## src/design/ctrl_config.svh

```systemverilog
`ifndef CTRL_CONFIG_SVH
`define CTRL_CONFIG_SVH

// instruction field widths
`define OPCODE_W 6
`define FUNCT_W  6

// idle cycles between memory address and data, valid 1..7
`define MEM_WAIT_CYCLES 2
`define WAIT_CNT_W      3

`endif

```

## src/design/ctrlPkg.sv

```systemverilog
`include "ctrl_config.svh"

package ctrlPkg;

    typedef logic [`OPCODE_W-1:0]   opcode_t;
    typedef logic [`FUNCT_W-1:0]    funct_t;
    typedef logic [`WAIT_CNT_W-1:0] waitCnt_t;

    typedef struct packed {
        opcode_t opcode;
        funct_t  funct;
    } instrFields_t;

    typedef struct packed {
        logic overflow;
        logic zero;
        logic equal;
    } aluFlags_t;

    // opcodes
    localparam opcode_t rType = 6'h00;
    localparam opcode_t j     = 6'h02;
    localparam opcode_t jal   = 6'h03;
    localparam opcode_t beq   = 6'h04;
    localparam opcode_t bne   = 6'h05;
    localparam opcode_t addi  = 6'h08;
    localparam opcode_t addiu = 6'h09;
    localparam opcode_t slti  = 6'h0a;
    localparam opcode_t lui   = 6'h0f;
    localparam opcode_t lw    = 6'h23;
    localparam opcode_t sw    = 6'h2b;

    // funct codes, opcode 0 only
    localparam funct_t jrOp  = 6'h08;
    localparam funct_t addOp = 6'h20;
    localparam funct_t subOp = 6'h22;
    localparam funct_t andOp = 6'h24;
    localparam funct_t sltOp = 6'h2a;

    typedef enum logic [3:0] {
        clsAluReg, clsAluImm, clsAluImmNoOvf, clsSltImm, clsLui, clsJr, clsLoad,
        clsStore, clsBranchEq, clsBranchNe, clsJump, clsJumpLink, clsIllegal
    } instrClass_t;

    typedef enum logic [2:0] {aluPass, aluAdd, aluSub, aluAnd, aluCompare} aluOp_t;

    typedef enum logic [4:0] {
        fetch1, fetch2, fetch3, decode1, decode2, execute,
        aluToRd, aluToRt,
        memAddr, memWait, loadWrite, storeWrite,
        branchResolve, jalLink, jalJump,
        excSave, excVector, excWait, excJump,
        finish
    } ctrlState_t;

    typedef enum logic [1:0] {dstRt, dstRd, dstRa} regDstSel_t;
    typedef enum logic [1:0] {wbAluOut, wbMemData, wbCompare, wbUpperImm} memToRegSel_t;
    typedef enum logic [1:0] {pcAluResult, pcBranchTarget, pcJumpTarget, pcExcHandler} pcSrcSel_t;
    typedef enum logic [1:0] {addrPc, addrAluOut, addrVecIllegal, addrVecOverflow} iorDSel_t;
    typedef enum logic {srcAPc, srcARegA} aluSrcASel_t;
    typedef enum logic [1:0] {srcBRegB, srcBFour, srcBImm} aluSrcBSel_t;

    typedef struct packed {
        logic memWrite;
        logic pcWrite;
        logic irWrite;
        logic regWrite;
        logic abWrite;
        logic aluOutWrite;
        logic epcWrite;
    } writeEnables_t;

    typedef struct packed {
        writeEnables_t we;
        aluOp_t        aluOp;
        regDstSel_t    regDst;
        memToRegSel_t  memToReg;
        pcSrcSel_t     pcSrc;
        iorDSel_t      iorD;
        aluSrcASel_t   aluSrcA;
        aluSrcBSel_t   aluSrcB;
    } ctrlWord_t;

    // classes whose result is dropped on overflow
    function automatic logic ovfChecked(instrClass_t cls);
        return (cls == clsAluReg) || (cls == clsAluImm);
    endfunction

endpackage

```

## src/design/controlFsm.sv

```systemverilog
`timescale 1ns/1ps
`include "ctrl_config.svh"

module controlFsm (
    input  logic                 clk,
    input  logic                 reset,
    input  ctrlPkg::instrClass_t instrClass,
    input  ctrlPkg::aluFlags_t   flags,
    output ctrlPkg::ctrlState_t  state,
    output ctrlPkg::instrClass_t latchedClass
);
    import ctrlPkg::*;

    localparam waitCnt_t lastWait = waitCnt_t'(`MEM_WAIT_CYCLES - 1);

    ctrlState_t  nextState;
    instrClass_t classQ;
    waitCnt_t    waitCnt;
    logic        inWait;
    logic        waitDone;

    assign inWait   = (state == memWait) || (state == excWait);
    assign waitDone = (waitCnt == lastWait);

    // live decode during execute, held copy after that
    assign latchedClass = (state == execute) ? instrClass : classQ;

    always_ff @(posedge clk) begin
        if (reset) begin
            state   <= fetch1;
            classQ  <= clsIllegal;
            waitCnt <= '0;
        end else begin
            state <= nextState;
            if (state == execute) begin
                classQ <= instrClass;
            end
            waitCnt <= (inWait && !waitDone) ? waitCnt + 1'b1 : '0; // shared by mem and exc waits
        end
    end

    always_comb begin
        nextState = state;
        case (state)
            fetch1:  nextState = fetch2;
            fetch2:  nextState = fetch3;
            fetch3:  nextState = decode1;
            decode1: nextState = decode2;
            decode2: nextState = execute;
            execute: begin
                case (instrClass)
                    clsAluReg:                 nextState = aluToRd;
                    clsAluImm, clsAluImmNoOvf: nextState = aluToRt;
                    clsLoad, clsStore:         nextState = memAddr;
                    clsBranchEq, clsBranchNe:  nextState = branchResolve;
                    clsJumpLink:               nextState = jalLink;
                    clsIllegal:                nextState = excSave;
                    default:                   nextState = finish; // done in execute
                endcase
            end
            aluToRd, aluToRt: begin
                if (flags.overflow && ovfChecked(classQ)) begin
                    nextState = excSave;
                end else begin
                    nextState = finish;
                end
            end
            memAddr: nextState = memWait;
            memWait: begin
                if (waitDone) begin
                    nextState = (classQ == clsStore) ? storeWrite : loadWrite;
                end
            end
            jalLink:   nextState = jalJump;
            excSave:   nextState = excVector;
            excVector: nextState = excWait;
            excWait: begin
                if (waitDone) begin
                    nextState = excJump;
                end
            end
            loadWrite, storeWrite, branchResolve, jalJump, excJump: nextState = finish;
            default: nextState = fetch1;
        endcase
    end

    // memory access takes exactly N idle cycles, then the write state
    property memWaitBounded;
        @(posedge clk) disable iff (reset)
            (state == memAddr) |=> (state == memWait) [*`MEM_WAIT_CYCLES]
                ##1 (state inside {loadWrite, storeWrite});
    endproperty
    assert property (memWaitBounded)
        else $error("controlFsm: memWait length differs from MEM_WAIT_CYCLES");

    assert property (@(posedge clk) disable iff (reset) (state == finish) |=> (state == fetch1))
        else $error("controlFsm: finish not followed by fetch1");

endmodule

```

## config.mk

```make
export PLATFORM = sky130hd
export DESIGN_NAME = controlFsm
export DESIGN_NICKNAME = d
export VERILOG_FILES = /design/src/design/ctrlPkg.sv /design/src/design/controlFsm.sv
export VERILOG_INCLUDE_DIRS = /design/src /design/src/design
export SDC_FILE = /design/constraint.sdc
export NUM_CORES = 1
export LEC_CHECK = 0
export BUFFER_PORTS_ARGS = -buffer_cell sky130_fd_sc_hd__buf_2
export CAP_MARGIN = 40
export CELL_PAD_IN_SITES_DETAIL_PLACEMENT = 0
export CELL_PAD_IN_SITES_GLOBAL_PLACEMENT = 2
export CORE_MARGIN = 3
export CORE_UTILIZATION = 30
export CTS_CLUSTER_SIZE = 30
export DETAILED_ROUTE_END_ITERATION = 10
export PLACE_DENSITY_LB_ADDON = 0.12
export SYNTH_ARGS = -nofsm -noshare
export SYNTH_HDL_FRONTEND = slang
export SYNTH_SLANG_ARGS = --single-unit
export TNS_END_PERCENT = 50
```

## constraint.sdc

```tcl
create_clock -name clk -period 2.1 [get_ports clk]
set_clock_uncertainty 0.2 [all_clocks]
set_input_delay 0.315 -clock clk [delete_from_list [all_inputs] [get_ports clk]]
set_output_delay 0.315 -clock clk [all_outputs]
set_load 0.05 [all_outputs]
```

# Word-level counts from Yosys, hierarchy flattened
# Memories as Yosys holds them, arrays and structs flattened.
# Cells that the tools add are included.
classes:
  bitwise_logic: 1
  n_mux: 6
  reduce_logical: 11
  n_eq_ne: 23
  addsub: 1
op_table:
  columns: ["cell", "n"]
  rows:
  - ["$pmux 5 s14", 1]
  - ["$eq 5x4->1 const B", 8]
  - ["$eq 5x3->1 const B", 4]
  - ["$eq 5x5->1 const B", 3]
  - ["$mux 5", 3]
  - ["$eq 5x2->1 const B", 2]
  - ["$eq 5x1->1 const B", 1]
  - ["$logic_not 5->1", 1]
  - ["$reduce_or 5->1", 1]
  - ["$eq 4x1->1 const B", 1]
  - ["$eq 4x3->1 const B", 1]
  - ["$logic_not 4->1", 1]
  - ["$mux 4", 1]
  - ["$ne 2x2->1 const B", 2]
  - ["$reduce_or 2->1", 2]
  - ["$add 3x1->3 const B", 1]
  - ["$eq 3x1->1 const B", 1]
  - ["$logic_and 1x1->1", 2]
  - ["$logic_or 1x1->1", 2]
  - ["$reduce_and 2->1", 1]
  - ["$logic_not 1->1", 1]
  - ["$mux 1", 1]
  - ["$not 1->1", 1]
word_totals:
  input_bits: 9
  mem_count: 1
  romBits: 80
  output_inout_bits: 9
  regBits: 12
  word_cells: 46
mem_list:
  columns: ["memory", "depth", "word_bits", "rd", "rd_clocked_by_memory_dff", "wr", "line", "rtl"]
  rows:
  - ["(no name shown)", 16, 5, 1, 0, 0, "controlFsm.sv:51", "case (instrClass)"]

# Depth between registers and ports, before layout
logic_depth:
  word_depth: 5
  ltp_mapped: 7
  ltp_nobuf: 7

# Worst setup path before layout
# OpenSTA, ideal clock, no wires.
synth_timing:
  kind: "register to register"
  from: "reg state[0]"
  to: "reg classQ[3]"
  arrival_ns: 2.454
  period_less_slack_ns: 2.718
  stages_incl_launch_ff: 5
  t_required_ns: 1.836
  slack_ns: -0.618
  path_buffers: 0
  cell_sequence: "dfxtp_1 nor3b_4 nand2_4 o21ai_0 or2_2"
synth_between:
  elab_chain_len: 2
synth_lines:
  columns: ["element", "line", "rtl"]
  rows:
  - ["from (decl)", "controlFsm.sv:9", "output ctrlPkg::ctrlState_t state,"]
  - ["from (signal assigned)", "controlFsm.sv:30", "state <= fetch1;"]
  - ["from (signal assigned)", "controlFsm.sv:34", "state <= nextState;"]
  - ["$eq 5x3->1", null, null]
  - ["$mux 4", null, null]
  - ["net latchedClass[3]", "controlFsm.sv:10", "output ctrlPkg::instrClass_t latchedClass"]
  - ["to (signal assigned)", "controlFsm.sv:31", "classQ <= clsIllegal;"]
  - ["to (signal assigned)", "controlFsm.sv:36", "classQ <= instrClass;"]
  - ["to (decl)", "controlFsm.sv:17", "instrClass_t classQ;"]
# The timed path passes the listed nets, and every way through them passes these cells.
# A chain may end at the register's enable or synchronous reset.

# Worst setup path in the final report
layout_timing:
  from: "reg state[1]"
  to: "out latchedClass[2]"
layout_between:
  elab_chain_len: 2
layout_lines:
  columns: ["element", "line", "rtl"]
  rows:
  - ["$eq 5x3->1", "controlFsm.sv:26", "assign latchedClass = (state == execute) ? instrClass : classQ;"]
  - ["$mux 4", null, null]
  - ["to (decl)", "controlFsm.sv:10", null]
# Every way passes these cells.

==> reports/qor.csv <==
stage;metric;value;unit
clock_tree;clock_latency;0.27;ns
placed_design;dp_hpwl;1.45;mm
setup_path;cp_cell_sequence;nor3b_4, nand2_4, mux2_4, buf_4;
synthesis;synth.net_count;111;
setup_path;critPathCaptureType;output pin;
setup_path;startpoint_type;flip-flop;
global_route;grt_use_total;12.1;%
floorplan;num_io_pins;18;
synthesis;synth_most_common_cell;dfxtp_1;
synthesis;synth-simple-area-share;27.1;%
synthesis;synth_edf_count;0;
detailed_routing;vias;746;
sta;tightest_slew;0.411;ns
sta;hold_viol;0;
synthesis;async_flop_share;0;%
global_route;grt_pass1_wl;3.12;mm
setup_path;crit_type;reg -> out;
clock_tree;holdBufCountCts;0;
synthesis;ys_seq_area_share;29.8;%
floorplan;dieArea;0.00335;mm2
synthesis;synth-adder-area-share;3.10;%
placed_design;place.gp.congestion;0.707;
cells_and_area;antenna_cells;0;
detailed_routing;drt-total-wl;1.88;mm
clock_tree;cts_made_buffers;3;
clock_tree;clock_path_buffers;2;
synthesis;ys_types;42;
pwr;p_leak;0.000417;uW
synthesis;synth_commonest_cells;dfxtp_1, o21ai_0, nand2_1, nor2_1, inv_1;
sta;slew_headroom;72.5;%
setup_path;path_max_fanout;8;
synthesis;syn_area_per_cell;8.07;um2
global_route;antenna_found_initial;0;
synthesis;synthFlopType;dfxtp_1;
floorplan;die_x;57.9;um
cells_and_area;seqCellArea;240;um2
cells_and_area;fin_nets;132;
synthesis;ys.warnings.count;0;
clock_tree;clk_pin_slew_worst_paths;0.08;ns
synthesis;synth_top_area_share;29.8;%
floorplan;floorplan.initialDensity;32.0;%
sta;tns;0;ns
sta;finalMaxSlewViolations;0;
synthesis;syn_area;807;um2
global_route;grt_max_degree;16;
synthesis;synth_xor_area_share;3.26;%
clock_tree;cts_root_buffer;clkbuf_4;
synthesis;syn_inst;100;
cells_and_area;final_core_util;39.2;%
run;cap_violations;0;
pwr;p_total;657;uW
pwr;peakVddDrop;0.000415;V
sta;rsz0062_at_grt;false;
status;outcome;finished, final reports clean;
placed_design;placed_cell_area;927;um2
setup_path;crit_path_top_delay_cell;dfxtp_1;
placed_design;io_buffers;15;
cells_and_area;nFillCells;282;
floorplan;fp-row-count;18;
detailed_routing;vias_per_cell;4.97;
detailed_routing;drt_iter0_drc;14;
clock_tree;cts_htree_levels;1;
detailed_routing;drcViolationCount;0;
synthesis;synth.area.mux_share;4.50;%
setup_path;worstPathRequired;1.58;ns
cells_and_area;syn2layout_area_growth;22.5;%
global_route;overflow;0;
sta;setup_viol;0;
sta;min_period_over_period;96.3;%
floorplan;coreArea;0.00252;mm2
setup_path;max_stage_delay;0.34;ns
floorplan;die_h;57.9;um
cells_and_area;drive_above_1_share;27.5;%
synthesis;synth_compound_area_share;25.7;%
hold_path;hp-class;in -> reg;
detailed_routing;firstDrtPassIters;3;
synthesis;ys_seq_elements;12;
cells_and_area;multiInputGateArea;515;um2
sta;fmax;495;MHz
pwr;power.density;664;mW/mm2
clock_tree;cts_tree;yes;
synthesis;synthTopCellsByArea;dfxtp_1, o21ai_0, a211o_1;
clock_tree;clock-sinks;12;
synthesis;synth_area_leader_cell;dfxtp_1;
cells_and_area;design_area;988;um2
synthesis;synth_top_family_by_area;simple AND/OR/NAND/NOR gates;
global_route;grt_pass1_vias;695;
detailed_routing;ant_nets;0;
sta;final.min_clock_period;2.02;ns
setup_path;arrival;1.51;ns
detailed_routing;wl_per_cell;12.5;um
-- layout make-up --
type / count / share of cell area, %
sequential: 12 / 24.3
timing repair buffer: 22 / 13.8
multi-input combinational: 76 / 52.2
inverter: 6 / 2.28
clock buffer: 4 / 3.67
tap: 30 / 3.80
-- per-layer routing --
| metal | share of wire [%] | global-route usage, % | vias up |
|---|---|---|---|
| met1 | 48 | 14.9 | 338 |
| met3 | 2.7 | 1.34 | 2 |
| met4 | 1.2 | 6.95 | 0 |
| met2 | 48 | 20.3 | 11 |
| li1 | - | - | 395 |
| met5 | 0 | 0 | - |
-- cells in the final DEF, fill, tap and decap left out, types with 2 or more instances in the layout --
cell type  count
a211o_1        4
a21oi_1        3
a22oi_1        3
buf_2         13
buf_4          8
clkbuf_4       3
dfxtp_1       12
ha_1           2
inv_1          6
nand2_1        9
nand2b_1       2
nor2_1         9
nor2b_1        5
o21ai_0        8
o21ai_1        2
xnor2_1        2
-- kinds of logic after synthesis --
| family | count (synthesis) |
|---|---|
| mux | 3 |
| compound gates | 31 |
| xor+xnor | 3 |
| buf+inv | 12 |
| flops | 12 |
| simple gates | 37 |
| fa+ha+maj | 2 |
-- registers in the layout, summed over array words and instances (netlist names) --
name / flops
classQ: 4
state: 5
waitCnt: 3
-- metrics by stage --
step | hold WS (ns) | cells | worst slack (ns)
floorplan | 0.221 | 100 | -0.223
global placement | 0.233 | 144 | 0.352
CTS | 0.156 | 148 | 0.0414
global route | 0.180 | 150 | 0.00837
finish | 0.154 | 150 | 0.0787
detailed placement | 0.252 | 144 | 0.349
-- where the power goes --
group	switching [uW]	internal, uW
Clock	82.5	105
Combinational	140	80.6
Sequential	8.53	240
Total	231	426
-- worst paths after layout --
kind | from | to | slack [ns] | cells past startpoint
setup / recovery | state[1]$_SDFFE_PP0P_ | latchedClass[2] | 0.08 | 4
hold / removal | reset | classQ[0]$_SDFF_PP0_ | 0.15 | 2
setup reg to reg | waitCnt[1]$_SDFF_PP0_ | state[0]$_SDFFE_PP0P_ | 0.42 | 7
hold reg to reg | waitCnt[0]$_SDFF_PP0_ | waitCnt[0]$_SDFF_PP0_ | 0.26 | 1
-- worst max-delay path, delay by kind of cell, from the launching register on --
family | cells | cell delay [ns]
buffers and inverters | 1 | 0.19
flip-flops | 1 | 0.34
multiplexers | 1 | 0.32
AND/OR/NAND/NOR | 2 | 0.38
-- repair_timing --
action                     in CTS  in global routing
setup buffers                   0                  2
setup endpoints to repair       0                  2
resized for setup               0                  6
(Power assumes the default switching activity.)
