File: config.mk
export PLATFORM = sky130hd
export DESIGN_NAME = controlWordGen
export DESIGN_NICKNAME = d
export VERILOG_FILES = /design/src/design/ctrlPkg.sv /design/src/design/controlWordGen.sv
export VERILOG_INCLUDE_DIRS = /design/src /design/src/design
export SDC_FILE = /design/constraint.sdc
export NUM_CORES = 1
export LEC_CHECK = 0
export BUFFER_PORTS_ARGS = -buffer_cell sky130_fd_sc_hd__buf_2
export CAP_MARGIN = 5
export CORE_MARGIN = 8
export CORE_UTILIZATION = 40
export CTS_CLUSTER_SIZE = 12
export DETAILED_ROUTE_END_ITERATION = 8
export GPL_ROUTABILITY_DRIVEN = 0
export PLACE_DENSITY = 0.81
export SLEW_MARGIN = 20
export SYNTH_ARGS = -nofsm -noshare
export SYNTH_HDL_FRONTEND = slang
export SYNTH_SLANG_ARGS = --single-unit
File: constraint.sdc
create_clock -name clk -period 2.37 [get_ports clk]
set_input_delay 0.1185 -clock clk [delete_from_list [all_inputs] [get_ports clk]]
set_output_delay 0.1185 -clock clk [all_outputs]
set_load 0.01 [all_outputs]
File: src/design/ctrl_config.svh
`ifndef CTRL_CONFIG_SVH
`define CTRL_CONFIG_SVH

// instruction field widths
`define OPCODE_W 6
`define FUNCT_W  6

// idle cycles between memory address and data, valid 1..7
`define MEM_WAIT_CYCLES 2
`define WAIT_CNT_W      3

`endif

File: src/design/ctrlPkg.sv
`include "ctrl_config.svh"

package ctrlPkg;

    typedef logic [`OPCODE_W-1:0]   opcode_t;
    typedef logic [`FUNCT_W-1:0]    funct_t;
    typedef logic [`WAIT_CNT_W-1:0] waitCnt_t;

    typedef struct packed {
        opcode_t opcode;
        funct_t  funct;
    } instrFields_t;

    typedef struct packed {
        logic overflow;
        logic zero;
        logic equal;
    } aluFlags_t;

    // opcodes
    localparam opcode_t rType = 6'h00;
    localparam opcode_t j     = 6'h02;
    localparam opcode_t jal   = 6'h03;
    localparam opcode_t beq   = 6'h04;
    localparam opcode_t bne   = 6'h05;
    localparam opcode_t addi  = 6'h08;
    localparam opcode_t addiu = 6'h09;
    localparam opcode_t slti  = 6'h0a;
    localparam opcode_t lui   = 6'h0f;
    localparam opcode_t lw    = 6'h23;
    localparam opcode_t sw    = 6'h2b;

    // funct codes, opcode 0 only
    localparam funct_t jrOp  = 6'h08;
    localparam funct_t addOp = 6'h20;
    localparam funct_t subOp = 6'h22;
    localparam funct_t andOp = 6'h24;
    localparam funct_t sltOp = 6'h2a;

    typedef enum logic [3:0] {
        clsAluReg, clsAluImm, clsAluImmNoOvf, clsSltImm, clsLui, clsJr, clsLoad,
        clsStore, clsBranchEq, clsBranchNe, clsJump, clsJumpLink, clsIllegal
    } instrClass_t;

    typedef enum logic [2:0] {aluPass, aluAdd, aluSub, aluAnd, aluCompare} aluOp_t;

    typedef enum logic [4:0] {
        fetch1, fetch2, fetch3, decode1, decode2, execute,
        aluToRd, aluToRt,
        memAddr, memWait, loadWrite, storeWrite,
        branchResolve, jalLink, jalJump,
        excSave, excVector, excWait, excJump,
        finish
    } ctrlState_t;

    typedef enum logic [1:0] {dstRt, dstRd, dstRa} regDstSel_t;
    typedef enum logic [1:0] {wbAluOut, wbMemData, wbCompare, wbUpperImm} memToRegSel_t;
    typedef enum logic [1:0] {pcAluResult, pcBranchTarget, pcJumpTarget, pcExcHandler} pcSrcSel_t;
    typedef enum logic [1:0] {addrPc, addrAluOut, addrVecIllegal, addrVecOverflow} iorDSel_t;
    typedef enum logic {srcAPc, srcARegA} aluSrcASel_t;
    typedef enum logic [1:0] {srcBRegB, srcBFour, srcBImm} aluSrcBSel_t;

    typedef struct packed {
        logic memWrite;
        logic pcWrite;
        logic irWrite;
        logic regWrite;
        logic abWrite;
        logic aluOutWrite;
        logic epcWrite;
    } writeEnables_t;

    typedef struct packed {
        writeEnables_t we;
        aluOp_t        aluOp;
        regDstSel_t    regDst;
        memToRegSel_t  memToReg;
        pcSrcSel_t     pcSrc;
        iorDSel_t      iorD;
        aluSrcASel_t   aluSrcA;
        aluSrcBSel_t   aluSrcB;
    } ctrlWord_t;

    // classes whose result is dropped on overflow
    function automatic logic ovfChecked(instrClass_t cls);
        return (cls == clsAluReg) || (cls == clsAluImm);
    endfunction

endpackage

File: src/design/controlWordGen.sv
`timescale 1ns/1ps

module controlWordGen (
    input  logic                 clk,
    input  logic                 reset,
    input  ctrlPkg::ctrlState_t  state,
    input  ctrlPkg::instrClass_t latchedClass,
    input  ctrlPkg::aluOp_t      aluOp,
    input  ctrlPkg::aluFlags_t   flags,
    output ctrlPkg::ctrlWord_t   ctrl
);
    import ctrlPkg::*;

    aluOp_t   aluOpQ;
    logic     branchTaken;
    logic     ovfTrap;
    iorDSel_t excVec;

    // R-type op replayed in aluToRd
    always_ff @(posedge clk) begin
        if (state == execute) begin
            aluOpQ <= aluOp;
        end
    end

    assign branchTaken = (latchedClass == clsBranchEq) ? flags.equal : !flags.equal;
    assign ovfTrap     = flags.overflow && ovfChecked(latchedClass);
    assign excVec      = (latchedClass == clsIllegal) ? addrVecIllegal : addrVecOverflow;

    always_comb begin
        ctrl = '0;
        case (state)
            fetch1, fetch2: begin // read at pc, pc + 4 on the alu
                ctrl.aluSrcA    = srcAPc;
                ctrl.aluSrcB    = srcBFour;
                ctrl.aluOp      = aluAdd;
                ctrl.we.pcWrite = (state == fetch2);
            end
            fetch3: ctrl.we.irWrite = 1'b1;
            decode1: begin // branch target into aluOut
                ctrl.aluSrcB        = srcBImm;
                ctrl.aluOp          = aluAdd;
                ctrl.we.aluOutWrite = 1'b1;
            end
            decode2: ctrl.we.abWrite = 1'b1;
            execute: begin
                ctrl.aluOp   = aluOp;
                ctrl.aluSrcA = (latchedClass == clsJumpLink) ? srcAPc : srcARegA;
                case (latchedClass)
                    clsAluReg: ctrl.we.aluOutWrite = 1'b1;
                    clsAluImm, clsAluImmNoOvf, clsLoad, clsStore: begin
                        ctrl.aluSrcB        = srcBImm;
                        ctrl.we.aluOutWrite = 1'b1;
                    end
                    clsSltImm: begin
                        ctrl.aluSrcB     = srcBImm;
                        ctrl.memToReg    = wbCompare;
                        ctrl.we.regWrite = 1'b1;
                    end
                    clsLui: begin
                        ctrl.memToReg    = wbUpperImm;
                        ctrl.we.regWrite = 1'b1;
                    end
                    clsJr:   ctrl.we.pcWrite = 1'b1; // rs passed through the alu
                    clsJump: begin
                        ctrl.pcSrc      = pcJumpTarget;
                        ctrl.we.pcWrite = 1'b1;
                    end
                    clsJumpLink: ctrl.we.aluOutWrite = 1'b1; // pc saved for ra
                    default: ctrl.aluSrcB = srcBRegB; // branches compare rs, rt
                endcase
            end
            aluToRd: begin
                ctrl.aluOp       = aluOpQ;
                ctrl.aluSrcA     = srcARegA;
                ctrl.regDst      = dstRd;
                ctrl.memToReg    = (aluOpQ == aluCompare) ? wbCompare : wbAluOut;
                ctrl.we.regWrite = !ovfTrap;
            end
            aluToRt: ctrl.we.regWrite = !ovfTrap;
            memAddr, memWait: ctrl.iorD = addrAluOut;
            loadWrite: begin
                ctrl.iorD        = addrAluOut;
                ctrl.memToReg    = wbMemData;
                ctrl.we.regWrite = 1'b1;
            end
            storeWrite: begin
                ctrl.iorD        = addrAluOut;
                ctrl.we.memWrite = 1'b1;
            end
            branchResolve: begin
                ctrl.aluSrcA    = srcARegA;
                ctrl.aluOp      = aluCompare;
                ctrl.pcSrc      = pcBranchTarget;
                ctrl.we.pcWrite = branchTaken;
            end
            jalLink: begin
                ctrl.regDst      = dstRa;
                ctrl.we.regWrite = 1'b1;
            end
            jalJump: begin
                ctrl.pcSrc      = pcJumpTarget;
                ctrl.we.pcWrite = 1'b1;
            end
            excSave: begin // epc gets pc - 4
                ctrl.aluSrcB     = srcBFour;
                ctrl.aluOp       = aluSub;
                ctrl.we.epcWrite = 1'b1;
            end
            excVector, excWait: ctrl.iorD = excVec; // held while memory answers
            excJump: begin
                ctrl.pcSrc      = pcExcHandler;
                ctrl.we.pcWrite = 1'b1;
            end
            default: ctrl = '0;
        endcase
    end

    assert property (@(posedge clk) disable iff (reset) !(ctrl.we.memWrite && ctrl.we.regWrite))
        else $error("controlWordGen: memWrite and regWrite together");

    assert property (@(posedge clk) disable iff (reset) (state == memWait) |-> !ctrl.we.pcWrite)
        else $error("controlWordGen: pcWrite during memWait");

endmodule

After elaboration in Yosys (flattened, before gate mapping)
Cells that the tools add are included.
- muxes and demuxes: 24
- reductions and logical operators: 19
- equality and inequality tests: 30
- operators with widths (cell ; number):
    == test 5 x 4 -> 1 bit (second input constant) ; 8
    == test 5 x 3 -> 1 bit (second input constant) ; 4
    == test 4 x 3 -> 1 bit (second input constant) ; 4
    == test 4 bit (second input constant) ; 4
    OR reduction 2 bit ; 8
    == test 5 bit (second input constant) ; 3
    one-hot mux 3 bit (5 select lines) ; 1
    one-hot mux 2 bit (2 select lines) ; 3
    one-hot mux 2 bit (3 select lines) ; 2
    == test 5 x 2 -> 1 bit (second input constant) ; 2
    2-to-1 mux 1 bit ; 10
    == test 4 x 2 -> 1 bit (second input constant) ; 2
    one-hot mux 2 bit (4 select lines) ; 1
    2-to-1 mux 2 bit ; 3
    OR reduction 3 bit ; 2
    OR reduction 6 bit ; 1
    == test 5 x 1 -> 1 bit (second input constant) ; 1
    logical NOT 5 bit ; 1
    OR reduction 5 bit ; 1
    == test 4 x 1 -> 1 bit (second input constant) ; 1
    logical NOT 4 bit ; 1
    one-hot mux 1 bit (2 select lines) ; 2
    one-hot mux 1 bit (4 select lines) ; 1
    OR reduction 4 bit ; 1
    other kinds (5) ; 6
- input bits: 17
- logic and storage cells: 74
- output and inout bits: 21
- register bits: 3

Depth between registers and ports, before layout
Gate-level depths: netlist (run 1).
- word-level depth: 5
- gate-level depth with buffers: 6
- gate-level depth less buffers: 4

Worst setup path before layout (run 1)
OpenSTA, ideal clock, no wires.
- path type: in2out
- from: input port state[1]
- to: output port ctrl[19] in the netlist's numbering
- required time: 2.251 ns
- stages on the path: 5
- path buffers: 1
- arrival: 1.048 ns
- slack: 1.204 ns
- cell sequence: buf_2 > or3b_1 > nor2_2 > o21ai_1 > nand3_1
- RTL lines (what ; RTL line ; source):
    from (decl) ; controlWordGen.sv:6 ; input ctrlPkg::ctrlState_t state,
    to (decl) ; controlWordGen.sv:10 ; output ctrlPkg::ctrlWord_t ctrl

==> results.yml, run 1 <==
clock_network:
  cts_tree: "done"
  h-tree-depth: 1
  cts_sinks: 3
  cts_hold_buf: 0
  cts.clk_slew.worst_paths_ps: 40
  cts_inserted_buffers: 3
  post_cts_resized: 0
  cts-root-buf: "clkbuf_4"
  cts_buffer_depth: 2
  post-cts-setup-buffers: 0
layout:
  drive_gt1_share_pct: 31.8
  final_common_cell: "buf_2"
  multi_input_area_sq_um: 539
  seq_area_sq_um: 90.1
  nets: 150
  largest_register: "aluOpQ"
  num-fill-cells: 164
  most-common-layout-cells: "buf_2, nor2_1, nand2_1"
  reg_top3: "aluOpQ (3)"
  area_delta_synth_final_pct: 25.0
  largest_register_ffs: 3
  diodes: 0
sta:
  fin_hold_ws_ps: 75.6
  fin_crit_sh_pct: 64.0
  worst_slew_pin_slew_ps: 339
  fmax_mhz: 659
  fin_crit_ps: 1520
  rsz0062_at_grt: "no"
  setup_viol: 0
  finalMaxSlewViolations: 0
  fin_setup_tns_ps: 0
  slew_headroom_pct: 77.2
  hold_viol_final: 0
setup_path:
  crit_path_cell_trace: "buf_2, or3b_1, nor2_2, o21ai_1, nand3_1, buf_2"
  worst_ep_required_time_ps: 2250
  slowest_delay_ps: 440
  critPathCaptureType: "output pin"
  path_class: "in2out"
  cp_max_fo: 19
  cp-start-kind: "input pin"
  critPathSlowestCell: "or3b_1"
  crit_top_cell: "buf_2"
  worstPathArrival_ps: 1400
drt:
  vias_per_cell: 5.80
  dr.pass1.iters: 4
  wirelength_mm: 2.11
  route.vias.total: 864
  drtIter0Drc: 26
  drc: 0
  wl_per_cell_microns: 14.2
  antenna_left: 0
run_status:
  status: "completed"
synthesis:
  synth-seq-cells: 3
  synth-seq-area-share_pct: 13.2
  avgSynthCellArea_sq_um: 6.56
  synth_area_sq_um: 682
  netlist_instances: 104
  ys_types: 38
  ys.warnings.count: 0
  syn-num-nets: 121
power_and_ir_drop:
  netSwitchingPower_uw: 88.8
  pwr-share-seq_pct: 23.9
  ir_drop_uv: 132
  p_leak_uw: 0.000386
  internal_power_uw: 163
  sw_frac_of_total_pct: 35.2
  power_frac_clock_pct: 35.5
  power_frac_comb_pct: 40.6
  power_density_mw_per_mm2: 296
grt:
  use_met1_pct: 13.4
  busiest_layer: "met2"
  grt_pass1_wl_mm: 3.48
  grt_pass1_vias: 794
  globalRouteMet3Util_pct: 3.81
  antenna_found_initial: 0
  use_met2_pct: 22.2
  grt_max_degree: 21
  grt.overflow.total: 0
  grt.total_usage_pct: 12.8
floorplan:
  core-area_sq_mm: 0.00167
  die_h_microns: 57.3
  ioPinCount: 38
  fp-row-count: 15
  dieArea_sq_mm: 0.00328
  die_x_microns: 57.3
  start_util_pct: 40.8
hold_path:
  hp-class: "in2reg"
  min_delay_worst_endpoint: "aluOpQ[1]"
  whs_path_depth: 1
  min_from: "aluOp[1]"
placement:
  io_buffers: 35
  place_hpwl_mm: 1.60
run:
  maxCapViolCount: 0
[worst max-delay path by stage]
stage	start	endpoint	slack (ps)	cells after the start
CTS	state[2]	ctrl[19]	850	6
global placement	state[2]	ctrl[19]	860	6
finish	state[2]	ctrl[19]	850	6
detailed placement	state[2]	ctrl[19]	850	6
global route	state[2]	ctrl[13]	740	6
floorplan	state[1]	ctrl[19]	1200	5
[power groups by stage]
stage	sequential, uW	combinational [uW]	clock (uW)
6_report	60.3	102	89.6
5_1_grt	60.4	113	94.7
4_1_cts	60.4	102	90.8
3_5_place_dp	61.1	102	0
3_3_place_gp	61.1	100	0
2_1_floorplan	61.0	71.5	0
[routing by layer]
metal / routed length (microns) / part of all wire, %
met1: 894 / 42
met2: 1050 / 50
met3: 120 / 5.7
met4: 40 / 1.9
met5: 0 / 0
[worst max-delay path: cells and delay by family]
family	cells	cell delay, ps
compound gates	1	110
simple gates	3	780
buf+inv	2	390
[synth_stat cells (all sizes together)]
master    n  share of area [%]
a211oi    1                1.1
a21boi    1                1.1
a21oi     3                2.2
a2bb2oi   1                1.3
a311oi    1                1.3
a31o      1                1.3
a31oi     3                2.8
a32o      1                1.5
a32oi     1                1.3
and3b     3                3.9
buf       7                5.5
clkbuf    4                2.2
edfxtp    3                 13
nand2    12                6.6
nand2b    3                3.1
nand3     4                2.9
nand3b    2                2.2
nand4     1               0.92
nor2     16                9.2
nor2b     7                6.4
nor3      4                2.9
nor3b     4                5.1
nor4      1               0.92
nor4b     3                4.8
o21a      1                1.1
o21ai     7                5.1
o22ai     1               0.92
o311ai    1                1.3
or2       2                1.8
or3       1               0.92
or3b      3                3.9
xnor2     1                1.3
[area by class of cell]
| type | count | share of cell area, % |
|---|---|---|
| multi-input cells | 90 | 63.3 |
| repair buffers | 35 | 20.6 |
| flip-flops and latches | 3 | 10.6 |
| clock buffers | 4 | 3.08 |
| well taps | 17 | 2.50 |
[per-stage QoR]
step	instances	util (%)	area [sq um]	setup slack, ps	power [uW]
after global routing	149	51.0	852	739	268
after global placement	145	49.4	826	856	161
final	149	51.0	852	854	252
after CTS	149	51.0	852	852	253
after floorplan	104	-	682	1200	132
after detailed placement	145	49.4	826	854	163
[kinds of logic after synthesis]
family	synth area share [%]
XOR/XNOR	1.28
AO/OA/AOI/OAI	22.2
flip-flops	13.2
buffers and inverters	7.71
AND/OR/NAND/NOR	55.6
Note: power is estimated with default switching activity, not from simulation.
==> inputs of run 2 (changes only) <==
CORE_UTILIZATION = 39   (was 40)
PLACE_DENSITY = 0.83   (was 0.81)
clock period = 1.2 ns   (was 2.37 ns; I/O delays follow)
==> results.yml, run 2 (synthesis results as in run 1) <==
setup_path:
  worst_ep_required_time_ps: 1140
  cp_max_fo: 2
  critPathCaptureType: "output pin"
  cp-start-kind: "flip-flop"
  worstPathArrival_ps: 1140
  path_class: "reg2out"
drt:
  wirelength_mm: 2.64
  drc: 0
  vias_per_cell: 5.89
  route.vias.total: 983
  antenna_left: 0
  wl_per_cell_microns: 15.8
  drtIter0Drc: 26
  dr.pass1.iters: 5
layout:
  final_util_pct: 63.9
  largest_register: "aluOpQ"
  largest_register_ffs: 3
  layoutNonFillerInstCount: 167
  nets: 168
  final_common_cell: "buf_2"
  diodes: 0
  drive_gt1_share_pct: 44.7
  area_delta_synth_final_pct: 58.3
  reg_top3: "aluOpQ (3)"
  most-common-layout-cells: "buf_2, nor2_1, buf_4"
clock_network:
  cts_buffer_depth: 2
  cts_hold_buf: 0
  cts.clk_slew.worst_paths_ps: 40
  cts_tree: "done"
  cts-root-buf: "clkbuf_4"
  cts_sinks: 3
  cts_inserted_buffers: 3
  h-tree-depth: 1
power_and_ir_drop:
  power_density_mw_per_mm2: 544
  p_leak_uw: 0.000505
  ir_drop_uv: 525
grt:
  grt.total_usage_pct: 13.9
  grt_pass1_vias: 854
  grt_max_degree: 16
  grt_pass1_wl_mm: 3.87
  antenna_found_initial: 0
  grt.overflow.total: 0
floorplan:
  ioPinCount: 38
  dieArea_sq_mm: 0.00334
  fp-row-count: 15
  start_util_pct: 40.4
  core-area_sq_mm: 0.00169
  die_x_microns: 57.8
  die_h_microns: 57.8
run:
  maxCapViolCount: 0
hold_path:
  whs_path_depth: 1
  hp-class: "in2reg"
sta:
  finalMaxSlewViolations: 0
  setup_viol: 1
  hold_viol_final: 0
  fmax_mhz: 831
  fin_crit_ps: 1200
  rsz0062_at_grt: "yes"
  slew_headroom_pct: 74.3
  worst_slew_pin_slew_ps: 385
  fin_crit_sh_pct: 100
  layout_setup_ws_ps: -3.71
run_status:
  violations: "setup timing"
  status: "finished with violations"
placement:
  io_buffers: 35
  place_inst: 159
  place_ws_ps: -62.8
  place_hpwl_mm: 1.83
-- run 2: cell count changes in the layout (fill, tap and decap cells not counted), sizes merged --
cell / previous run / this run
buf: 35 / 53
-- run 2: layout make-up --
class | count | area, sq um
clock buffer | 4 | 26.3
tap | 17 | 21.3
timing repair buffer | 53 | 337
multi-input combinational | 90 | 606
fill | 134 | 609
sequential | 3 | 90.1
-- run 2: layer usage --
metal  share of wire (%)  wire, microns  GRT usage, %  up-vias
met5                   0              0             0        -
met4                 3.4             91          4.55        0
met3                 8.0            211          4.86        9
met2                  48           1280          22.9       51
met1                  40           1060          16.3      455
li1                    -              -             -      468
-- run 2: stage by stage --
step	setup TNS [ps]	hold slack (ps)	area (sq um)	total power (uW)
2_1_floorplan	0	159	682	262
3_3_place_gp	0	251	943	354
3_5_place_dp	-160	254	943	362
4_1_cts	0	6.41	987	555
5_1_grt	-340	7.05	1080	616
6_report	-3.71	11.5	1080	587
-- run 2: path summary, 6_finish.rpt --
| path | start | endpoint |
|---|---|---|
| worst max-delay path | aluOpQ[2] | ctrl[13] |
| worst min-delay path | aluOp[2] | aluOpQ[2] |
-- run 2: what timing repair did --
action | 4_1_cts | 5_1_grt
gates resized for setup | 3 | 13
pin swaps | 0 | 8
buffers inserted | 0 | 4
setup endpoints to repair | 4 | 8
-- run 2: critical path, stage by stage, from the launching register on --
cell      delay (ps)
edfxtp_1         390
nor3b_2          170
a21oi_1          120
o21ai_1           80
buf_2            140
-- run 2: power breakdown --
group          internal (uW)  leakage [uW]  total [uW]  switching, uW
clock network            125     0.0000150         185           60.1
registers                118     0.0000271         119           1.20
logic                    131      0.000463         283            152
total                    374      0.000505         587            213
